--- config.mk ---
export PLATFORM = sky130hd
export DESIGN_NAME = rv_ls_core
export DESIGN_NICKNAME = d
export VERILOG_FILES = /design/src/hdl/mem_pkg.sv /design/src/hdl/isa_pkg.sv /design/src/hdl/insn_decoder.sv /design/src/hdl/reg_file.sv /design/src/hdl/load_store.sv /design/src/hdl/core_sequencer.sv /design/src/hdl/rv_ls_core.sv
export SDC_FILE = /design/constraint.sdc
export NUM_CORES = 2
export LEC_CHECK = 0
export BUFFER_PORTS_ARGS = -buffer_cell sky130_fd_sc_hd__clkbuf_2
export CORE_MARGIN = 1
export CORE_UTILIZATION = 57
export DETAILED_ROUTE_END_ITERATION = 16
export GPL_TIMING_DRIVEN = 0
export PLACE_DENSITY = 0.73
export SYNTH_ARGS = -nofsm -noshare
export SYNTH_HDL_FRONTEND = slang
export SYNTH_SLANG_ARGS = --single-unit
--- constraint.sdc ---
create_clock -name i_clk -period 7.2 [get_ports i_clk]
set_input_delay 0.72 -clock i_clk [delete_from_list [all_inputs] [get_ports i_clk]]
set_output_delay 0.72 -clock i_clk [all_outputs]
set_load 0.03 [all_outputs]
--- src/hdl/mem_pkg.sv ---
package mem_pkg;

  // Access width on the bus
  typedef enum logic [1:0] {
    SZ_BYTE = 2'd0,
    SZ_HALF = 2'd1,
    SZ_WORD = 2'd2
  } size_e;

  // Request from the core, held stable until the response
  typedef struct packed {
    logic        valid;  // One-cycle pulse
    logic        write;  // High for a store
    size_e       size;
    logic [31:0] addr;
    logic [31:0] wdata;  // Zero-extended, no lane shifting
  } bus_req_t;

  // Response from memory
  typedef struct packed {
    logic        valid;  // One-cycle pulse
    logic [31:0] rdata;  // Four bytes from addr, little endian
  } bus_rsp_t;

endpackage

--- src/hdl/isa_pkg.sv ---
package isa_pkg;

  // Operations the core understands
  typedef enum logic [3:0] {
    OP_LB   = 4'd0,
    OP_LH   = 4'd1,
    OP_LW   = 4'd2,
    OP_LBU  = 4'd3,
    OP_LHU  = 4'd4,
    OP_SB   = 4'd5,
    OP_SH   = 4'd6,
    OP_SW   = 4'd7,
    OP_ADDI = 4'd8,
    OP_NOP  = 4'd9
  } op_e;

  typedef enum logic {
    PH_FETCH = 1'b0,
    PH_EXEC  = 1'b1
  } phase_e;

  typedef struct packed {
    op_e         op;
    logic [4:0]  rd;
    logic [4:0]  rs1;
    logic [4:0]  rs2;
    logic [31:0] imm;  // I-type, or S-type for stores
  } decoded_t;

  // Load/store unit result
  typedef struct packed {
    logic        valid;  // One-cycle pulse
    logic [31:0] data;   // Fetched word, extended load or zero
  } ls_result_t;

endpackage

--- src/hdl/insn_decoder.sv ---
module insn_decoder (
  input  logic [31:0]       i_ir,
  output isa_pkg::decoded_t o_dec
);
  import isa_pkg::*;

  localparam logic [6:0] OPC_LOAD   = 7'b0000011;
  localparam logic [6:0] OPC_STORE  = 7'b0100011;
  localparam logic [6:0] OPC_OP_IMM = 7'b0010011;

  logic [6:0]  opcode;
  logic [2:0]  funct3;
  logic [4:0]  rd;
  logic [31:0] imm_i;
  logic [31:0] imm_s;
  op_e         op;

  assign opcode = i_ir[6:0];
  assign funct3 = i_ir[14:12];
  assign rd     = i_ir[11:7];
  assign imm_i  = {{20{i_ir[31]}}, i_ir[31:20]};
  assign imm_s  = {{20{i_ir[31]}}, i_ir[31:25], i_ir[11:7]};

  always_comb begin
    op = OP_NOP;
    case (opcode)
      OPC_LOAD: begin
        case (funct3)
          3'b000:  op = OP_LB;
          3'b001:  op = OP_LH;
          3'b010:  op = OP_LW;
          3'b100:  op = OP_LBU;
          3'b101:  op = OP_LHU;
          default: op = OP_NOP;
        endcase
      end
      OPC_STORE: begin
        case (funct3)
          3'b000:  op = OP_SB;
          3'b001:  op = OP_SH;
          3'b010:  op = OP_SW;
          default: op = OP_NOP;
        endcase
      end
      OPC_OP_IMM: begin
        if (funct3 == 3'b000 && rd != 5'd0) begin  // addi x0 is the canonical NOP
          op = OP_ADDI;
        end
      end
      default: op = OP_NOP;
    endcase
  end

  assign o_dec.op  = op;
  assign o_dec.rd  = rd;
  assign o_dec.rs1 = i_ir[19:15];
  assign o_dec.rs2 = i_ir[24:20];
  assign o_dec.imm = (opcode == OPC_STORE) ? imm_s : imm_i;

endmodule

--- src/hdl/reg_file.sv ---
module reg_file (
  input  logic        i_clk,
  input  logic        i_arst_n,
  input  logic [4:0]  i_rs1_idx,
  input  logic [4:0]  i_rs2_idx,
  input  logic        i_we,
  input  logic [4:0]  i_rd_idx,
  input  logic [31:0] i_rd_data,
  output logic [31:0] o_rs1_val,
  output logic [31:0] o_rs2_val
);

  logic [31:0] regs [32];

  always_ff @(posedge i_clk or negedge i_arst_n) begin
    if (!i_arst_n) begin
      for (int i = 0; i < 32; i++) begin
        regs[i] <= '0;
      end
    end else if (i_we && i_rd_idx != 5'd0) begin  // x0 never written
      regs[i_rd_idx] <= i_rd_data;
    end
  end

  // Asynchronous reads
  assign o_rs1_val = regs[i_rs1_idx];
  assign o_rs2_val = regs[i_rs2_idx];

  // x0 reads zero whatever the write history
  a_x0_reads_zero: assert property (@(posedge i_clk) disable iff (!i_arst_n)
    (i_rs1_idx == 5'd0) |-> (o_rs1_val == 32'd0));

endmodule

--- src/hdl/load_store.sv ---
module load_store (
  input  logic                i_clk,
  input  logic                i_arst_n,
  input  logic                i_start,
  input  isa_pkg::phase_e     i_phase,
  input  isa_pkg::op_e        i_op,
  input  logic [31:0]         i_imm,
  input  logic [31:0]         i_pc,
  input  logic [31:0]         i_rs1_val,
  input  logic [31:0]         i_rs2_val,
  output mem_pkg::bus_req_t   o_req,
  input  mem_pkg::bus_rsp_t   i_rsp,
  output isa_pkg::ls_result_t o_result
);
  import mem_pkg::*;
  import isa_pkg::*;

  typedef enum logic {
    LS_READY   = 1'b0,
    LS_WAITING = 1'b1
  } ls_state_e;

  ls_state_e   state;
  logic        req_valid;
  logic        req_write;
  size_e       req_size;
  logic [31:0] req_addr;
  logic [31:0] req_wdata;
  op_e         pend_op;     // Access awaiting its response
  logic        pend_fetch;  // Pending access is an instruction fetch
  logic        res_valid;
  logic [31:0] res_data;
  logic        is_store;
  size_e       acc_size;
  logic [31:0] store_data;
  logic [31:0] load_data;

  assign is_store = (i_op == OP_SB) || (i_op == OP_SH) || (i_op == OP_SW);

  always_comb begin
    case (i_op)
      OP_LB, OP_LBU, OP_SB: acc_size = SZ_BYTE;
      OP_LH, OP_LHU, OP_SH: acc_size = SZ_HALF;
      default:              acc_size = SZ_WORD;
    endcase
  end

  always_comb begin
    case (i_op)
      OP_SB:   store_data = {24'd0, i_rs2_val[7:0]};   // Low byte only
      OP_SH:   store_data = {16'd0, i_rs2_val[15:0]};  // Low half only
      default: store_data = i_rs2_val;
    endcase
  end

  // Extension of the returned bytes
  always_comb begin
    if (pend_fetch) begin
      load_data = i_rsp.rdata;
    end else begin
      case (pend_op)
        OP_LB:   load_data = {{24{i_rsp.rdata[7]}}, i_rsp.rdata[7:0]};
        OP_LH:   load_data = {{16{i_rsp.rdata[15]}}, i_rsp.rdata[15:0]};
        OP_LBU:  load_data = {24'd0, i_rsp.rdata[7:0]};
        OP_LHU:  load_data = {16'd0, i_rsp.rdata[15:0]};
        OP_LW:   load_data = i_rsp.rdata;
        default: load_data = 32'd0;  // Stores return nothing
      endcase
    end
  end

  always_ff @(posedge i_clk or negedge i_arst_n) begin
    if (!i_arst_n) begin
      state     <= LS_READY;
      req_valid <= 1'b0;
      res_valid <= 1'b0;
    end else begin
      req_valid <= 1'b0;
      res_valid <= 1'b0;
      case (state)
        LS_READY: begin
          if (i_start) begin
            req_valid <= 1'b1;  // Request one cycle after start
            state     <= LS_WAITING;
          end
        end
        LS_WAITING: begin
          if (i_rsp.valid) begin
            res_valid <= 1'b1;
            state     <= LS_READY;
          end
        end
        default: state <= LS_READY;
      endcase
    end
  end

  always_ff @(posedge i_clk) begin
    if (state == LS_READY && i_start) begin
      pend_op    <= i_op;
      pend_fetch <= (i_phase == PH_FETCH);
      if (i_phase == PH_FETCH) begin
        req_write <= 1'b0;
        req_size  <= SZ_WORD;
        req_addr  <= i_pc;
        req_wdata <= 32'd0;
      end else begin
        req_write <= is_store;
        req_size  <= acc_size;
        req_addr  <= i_rs1_val + i_imm;
        req_wdata <= is_store ? store_data : 32'd0;
      end
    end
    if (state == LS_WAITING && i_rsp.valid) begin
      res_data <= load_data;
    end
  end

  assign o_req.valid     = req_valid;
  assign o_req.write     = req_write;
  assign o_req.size      = req_size;
  assign o_req.addr      = req_addr;
  assign o_req.wdata     = req_wdata;
  assign o_result.valid  = res_valid;
  assign o_result.data   = res_data;

  // The sequencer waits for each result before the next start
  a_no_start_waiting: assert property (@(posedge i_clk) disable iff (!i_arst_n)
    i_start |-> (state == LS_READY));

  // Memory answers only an outstanding request
  a_no_rsp_ready: assert property (@(posedge i_clk) disable iff (!i_arst_n)
    i_rsp.valid |-> (state == LS_WAITING));

endmodule

--- src/hdl/core_sequencer.sv ---
module core_sequencer #(
  parameter logic [31:0] RESET_PC = 32'h0
) (
  input  logic                i_clk,
  input  logic                i_arst_n,
  input  isa_pkg::decoded_t   i_dec,
  input  logic [31:0]         i_rs1_val,
  input  isa_pkg::ls_result_t i_result,
  output isa_pkg::phase_e     o_phase,
  output logic [31:0]         o_ir,
  output logic [31:0]         o_pc,
  output logic                o_start,
  output logic                o_rf_we,
  output logic [4:0]          o_rf_rd,
  output logic [31:0]         o_rf_data
);
  import isa_pkg::*;

  phase_e      phase;
  logic [31:0] pc;
  logic [31:0] ir;
  logic        boot;         // First cycle out of reset
  logic        fetch_start;  // Start pulse for the next fetch
  logic        exec_first;   // First cycle of EXEC
  logic        is_load;
  logic        is_mem;
  logic        retire_now;   // ADDI and NOP finish in one cycle
  logic        mem_done;

  assign is_load = (i_dec.op == OP_LB) || (i_dec.op == OP_LH) || (i_dec.op == OP_LW) ||
                   (i_dec.op == OP_LBU) || (i_dec.op == OP_LHU);
  assign is_mem  = is_load || (i_dec.op == OP_SB) || (i_dec.op == OP_SH) ||
                   (i_dec.op == OP_SW);

  assign retire_now = (phase == PH_EXEC) && exec_first && !is_mem;
  assign mem_done   = (phase == PH_EXEC) && i_result.valid;

  always_ff @(posedge i_clk or negedge i_arst_n) begin
    if (!i_arst_n) begin
      phase       <= PH_FETCH;
      pc          <= RESET_PC;
      boot        <= 1'b1;
      fetch_start <= 1'b0;
      exec_first  <= 1'b0;
    end else begin
      boot        <= 1'b0;
      fetch_start <= boot;
      exec_first  <= 1'b0;
      if (phase == PH_FETCH && i_result.valid) begin
        phase      <= PH_EXEC;
        exec_first <= 1'b1;
      end else if (retire_now || mem_done) begin
        phase       <= PH_FETCH;
        pc          <= pc + 32'd4;
        fetch_start <= 1'b1;  // Next fetch right after entry
      end
    end
  end

  always_ff @(posedge i_clk) begin
    if (phase == PH_FETCH && i_result.valid) begin
      ir <= i_result.data;
    end
  end

  assign o_start   = fetch_start || (phase == PH_EXEC && exec_first && is_mem);
  assign o_rf_we   = (retire_now && i_dec.op == OP_ADDI) || (mem_done && is_load);
  assign o_rf_rd   = i_dec.rd;
  assign o_rf_data = (i_dec.op == OP_ADDI) ? i_rs1_val + i_dec.imm : i_result.data;
  assign o_phase   = phase;
  assign o_ir      = ir;
  assign o_pc      = pc;

  // Holds only for an aligned RESET_PC from the top
  a_pc_aligned: assert property (@(posedge i_clk) disable iff (!i_arst_n)
    pc[1:0] == 2'b00);

endmodule

--- src/hdl/rv_ls_core.sv ---
module rv_ls_core #(
  parameter logic [31:0] RESET_PC = 32'h0
) (
  input  logic              i_clk,
  input  logic              i_arst_n,
  output mem_pkg::bus_req_t o_req,
  input  mem_pkg::bus_rsp_t i_rsp
);
  import isa_pkg::*;

  decoded_t    dec;
  phase_e      phase;
  ls_result_t  result;
  logic [31:0] ir;
  logic [31:0] pc;
  logic [31:0] rs1_val;
  logic [31:0] rs2_val;
  logic        start;
  logic        rf_we;
  logic [4:0]  rf_rd;
  logic [31:0] rf_data;

  insn_decoder u_decoder (
    .i_ir  (ir),
    .o_dec (dec)
  );

  reg_file u_reg_file (
    .i_clk     (i_clk),
    .i_arst_n  (i_arst_n),
    .i_rs1_idx (dec.rs1),
    .i_rs2_idx (dec.rs2),
    .i_we      (rf_we),
    .i_rd_idx  (rf_rd),
    .i_rd_data (rf_data),
    .o_rs1_val (rs1_val),
    .o_rs2_val (rs2_val)
  );

  load_store u_load_store (
    .i_clk     (i_clk),
    .i_arst_n  (i_arst_n),
    .i_start   (start),
    .i_phase   (phase),
    .i_op      (dec.op),
    .i_imm     (dec.imm),
    .i_pc      (pc),
    .i_rs1_val (rs1_val),
    .i_rs2_val (rs2_val),
    .o_req     (o_req),
    .i_rsp     (i_rsp),
    .o_result  (result)
  );

  core_sequencer #(
    .RESET_PC (RESET_PC)
  ) u_sequencer (
    .i_clk     (i_clk),
    .i_arst_n  (i_arst_n),
    .i_dec     (dec),
    .i_rs1_val (rs1_val),
    .i_result  (result),
    .o_phase   (phase),
    .o_ir      (ir),
    .o_pc      (pc),
    .o_start   (start),
    .o_rf_we   (rf_we),
    .o_rf_rd   (rf_rd),
    .o_rf_data (rf_data)
  );

endmodule

==> results.cfg <==
[status]
status = finished with violations
failed_checks = design-rule violations, max-capacitance violations, max-slew violations, negative setup slack

[route]
wire_per_inst_um = 34.3
drtPass1Iterations = 14
met1_length_um = 80300
highest_layer = met5
routed_wl_um = 233000
viasPerCell = 7.11
postRouteAntennaNets = 0
dr_total_vias = 48300
drtIter0Drc = 8194
dr_wl_met2_um = 101000
wl_met3_um = 35600
drcViolationCount = 4

[floorplanning]
ios = 103
rows = 119
die_h_um = 329
die_area_sq_um = 108000
fp.dieW_um = 329
initial_core_util_pct = 57.6
core_area_sq_um = 106000

[layout]
fill_cells = 8025
final_cell_mix = 1060 x dfrtp_1, 854 x nand2_1, 766 x o21ai_0, 636 x mux4_2, 375 x clkbuf_1
synthToLayoutAreaGrowth_pct = 11.7
final-seq-area_sq_um = 30600
final_common_cell = dfrtp_1
fin_cells = 6801
final_nets = 5373
drive_gt1_share_pct = 22.0
multiInputGateArea_sq_um = 28300

[worst_setup_path]
worstPathMaxFanout = 10
r2r-end = u_reg_file.regs[782]$_DFFE_PN0P_
cp.arrival_ns = 7.90
crit_path_end_kind = flip-flop
timing.rr.start = u_sequencer.o_ir[15]$_DFFE_PP_
reg2reg_depth = 16
start_kind = flip-flop
crit_required_ns = 7.79
reg2reg_slack_ns = -0.12
critPathKind = flip-flop to flip-flop

[logic_synthesis]
synth_seq_cells = 1197
avgSynthCellArea_sq_um = 12.0
async_reset_ff_share_pct = 88.6
synth_area_sq_um = 60900
synthCells = 5054
synth_nets = 5122
synth_cell_type_count = 74
synth_edf_count = 136
yosysWarnings = 0
seq_area_frac_synth_pct = 50.3
ys.flop_type = dfrtp_1

[clock_tree]
clk_latency_ns = 0.78
cts_buffers = 131
h-tree-depth = 4
cts_buffer_depth = 3
clkSlewWorstSetupHoldPaths_ns = 0.06
cts-root-buf = clkbuf_16
tritoncts = built
cts_sinks = 1197

[timing]
relSlewSlack_pct = -5.95
fmax_mhz = 137
finalCriticalPeriod_ns = 7.32
finClkSkew_ns = 0.0393
finalHoldViolations = 0
layout_worst_path_cycle_share_pct = 102
layout_setup_ws_ns = -0.115
hold_ws_ns = 0.240
setup_viol_count_final = 48
slew_violations = 11
worst_pin_slew_ns = 1.59

[power_and_ir_drop]
seq_power_share_pct = 43.0
power_w = 0.0168
p_sw_w = 0.00509
p_int_w = 0.0117
p_leak_nw = 28.6
combPwrFrac_pct = 17.0
sw_frac_of_total_pct = 30.3
p_per_area_nw_per_um2 = 248
vdd.ir_drop.worst_mv = 0.211
p_clk_share_pct = 40.0

[grt]
grt_pass1_vias = 47300
grt_use_total_pct = 44.0
grt_max_degree = 108
grt_pass1_wl_um = 332000
gr-total-overflow = 0
antenna_found_initial = 15

[placed_design]
dp_hpwl_um = 174000
dp_cells = 6560
portBuffers = 102
place.gp.congestion = 1.06

[hold_path]
worstHoldEndpoint = u_load_store.res_data[13]$_DFFE_PP_
min-delay-start = i_rsp[13]
hp-class = input pin to flip-flop
holdPathStages = 2

[flow_run]
maxCapViolCount = 1
kinds of logic (layout without fill, tap and decap cells):
family	count (synthesis)	count (layout)	synth area share [%]
AO/OA/AOI/OAI	1164	1164	10.0
XOR/XNOR	53	53	0.763
adder cells (fa/ha/maj)	33	33	0.691
buffers and inverters	515	865	3.34
flip-flops	1197	1197	50.3
multiplexers	755	755	25.6
other	1	7	0.00616
AND/OR/NAND/NOR	1336	1336	9.21
state kept, by name (all words and copies together) (netlist names), 2 cells and up:
signal / cells
u_reg_file.regs: 1024
u_load_store.req_wdata: 32
u_load_store.res_data: 32
u_sequencer.o_ir: 32
u_load_store.req_addr: 32
u_load_store.req_size: 2
u_sequencer.o_pc: 30
u_load_store.pend_op: 4
Yosys cell counts, types with 3 or more instances:
| master | count | area (sq um) |
|---|---|---|
| dfrtp_1 | 1060 | 26500 |
| nand2_1 | 854 | 3210 |
| o21ai_0 | 767 | 3840 |
| mux4_2 | 636 | 14300 |
| clkbuf_1 | 387 | 1450 |
| nor2_1 | 276 | 1040 |
| a21oi_1 | 244 | 1220 |
| edfxtp_1 | 136 | 4080 |
| mux2i_1 | 61 | 611 |
| mux2_2 | 58 | 653 |
| buf_1 | 52 | 195 |
| nand3_1 | 51 | 255 |
| o21ai_1 | 51 | 255 |
| buf_2 | 49 | 245 |
| a21o_1 | 48 | 360 |
| xnor2_1 | 43 | 377 |
| nor2b_1 | 33 | 206 |
| ha_1 | 32 | 400 |
| and2_1 | 19 | 119 |
| inv_1 | 15 | 56.3 |
| nand4_1 | 13 | 81.3 |
| and3_1 | 12 | 75.1 |
| nor3_1 | 11 | 55.1 |
| and2_0 | 10 | 62.6 |
| buf_4 | 10 | 75.1 |
| xor2_1 | 10 | 87.6 |
| a31o_2 | 9 | 78.8 |
| nand2b_1 | 8 | 50.1 |
| nor3b_2 | 7 | 87.6 |
| a211oi_1 | 6 | 45.0 |
| a31oi_1 | 6 | 37.5 |
| and4_1 | 6 | 52.6 |
| o21bai_1 | 5 | 37.5 |
| or3_1 | 5 | 31.3 |
| nor4b_1 | 4 | 35.0 |
| o21a_1 | 4 | 30.0 |
| or4_1 | 4 | 30.0 |
| a2111oi_0 | 3 | 26.3 |
| a21boi_1 | 3 | 22.5 |
| nor4_1 | 3 | 18.8 |
| o211ai_1 | 3 | 22.5 |
worst max-delay path, cell delays in order, from the launching register on:
cell	delay (ns)
edfxtp_1	0.48
buf_2	0.44
clkbuf_2	0.46
clkbuf_4	0.44
mux4_2	0.60
mux4_2	0.59
mux2_2	0.39
ha_1	0.29
clkbuf_1	0.42
a21o_1	0.23
a311oi_1	0.08
o21ai_1	0.27
a32o_1	0.45
nor3_1	0.19
a21oi_1	0.82
clkbuf_1	0.70
o21ai_0	0.25
power by group through the flow:
stage               Combinational, W  Sequential [W]  Clock (W)
floorplan                    0.00142         0.00746          0
global placement             0.00266         0.00737          0
detailed placement           0.00272         0.00735          0
CTS                          0.00275         0.00722    0.00671
global route                 0.00292         0.00724    0.00697
finish                       0.00286         0.00723    0.00674
timing repair:
action	in CTS	in global routing
hold buffers	1	0
setup buffers	0	3
setup endpoints to repair	784	595
gates resized for setup	79	111
hold endpoints to repair	52	0
pin swaps	1	0
worst max path at each step:
| stage | startpoint | endpoint | cells past startpoint |
|---|---|---|---|
| final | u_sequencer.o_ir[15]$_DFFE_PP_ | u_reg_file.regs[782]$_DFFE_PN0P_ | 16 |
| after global routing | u_sequencer.o_ir[15]$_DFFE_PP_ | u_reg_file.regs[638]$_DFFE_PN0P_ | 18 |
| after CTS | u_sequencer.o_ir[16]$_DFFE_PP_ | u_reg_file.regs[116]$_DFFE_PN0P_ | 19 |
| after detailed placement | u_sequencer.o_ir[16]$_DFFE_PP_ | u_reg_file.regs[244]$_DFFE_PN0P_ | 20 |
| after global placement | i_arst_n | u_reg_file.regs[598]$_DFFE_PN0P_ | 1 |
| after floorplan | u_sequencer.o_ir[15]$_DFFE_PP_ | u_reg_file.regs[24]$_DFFE_PN0P_ | 18 |
stage by stage:
| stage | worst slack [ns] | utilization [%] | TNS [ns] | area [sq um] |
|---|---|---|---|---|
| floorplan | 1.82 | - | 0 | 60900 |
| global placement | -20.44 | 59.8 | - | 63100 |
| detailed placement | -1.50 | 60.1 | -506.45 | 63500 |
| CTS | 0.00414 | 64.3 | 0 | 67900 |
| global route | -0.00458 | 64.4 | -0.00466 | 68000 |
| finish | -0.115 | 64.4 | -2.04 | 68000 |
routing by layer:
metal  GRT usage [%]  vias up
met5           0.532        -
met4            25.6       18
met3            18.0      878
met2            63.0     3830
met1            56.7    24600
li1                -    19000
final cells by class:
cell class,instances,share of cell area (%)
diodes,6,0.0221
plain buffers,497,3.13
clock buffers,201,5.70
clock inverters,31,0.468
inverters,17,0.0939
multi-input cells,3342,41.6
flip-flops and latches,1197,45.1
well taps,1391,2.56
repair buffers,119,1.32
(Power assumes the default switching activity.)
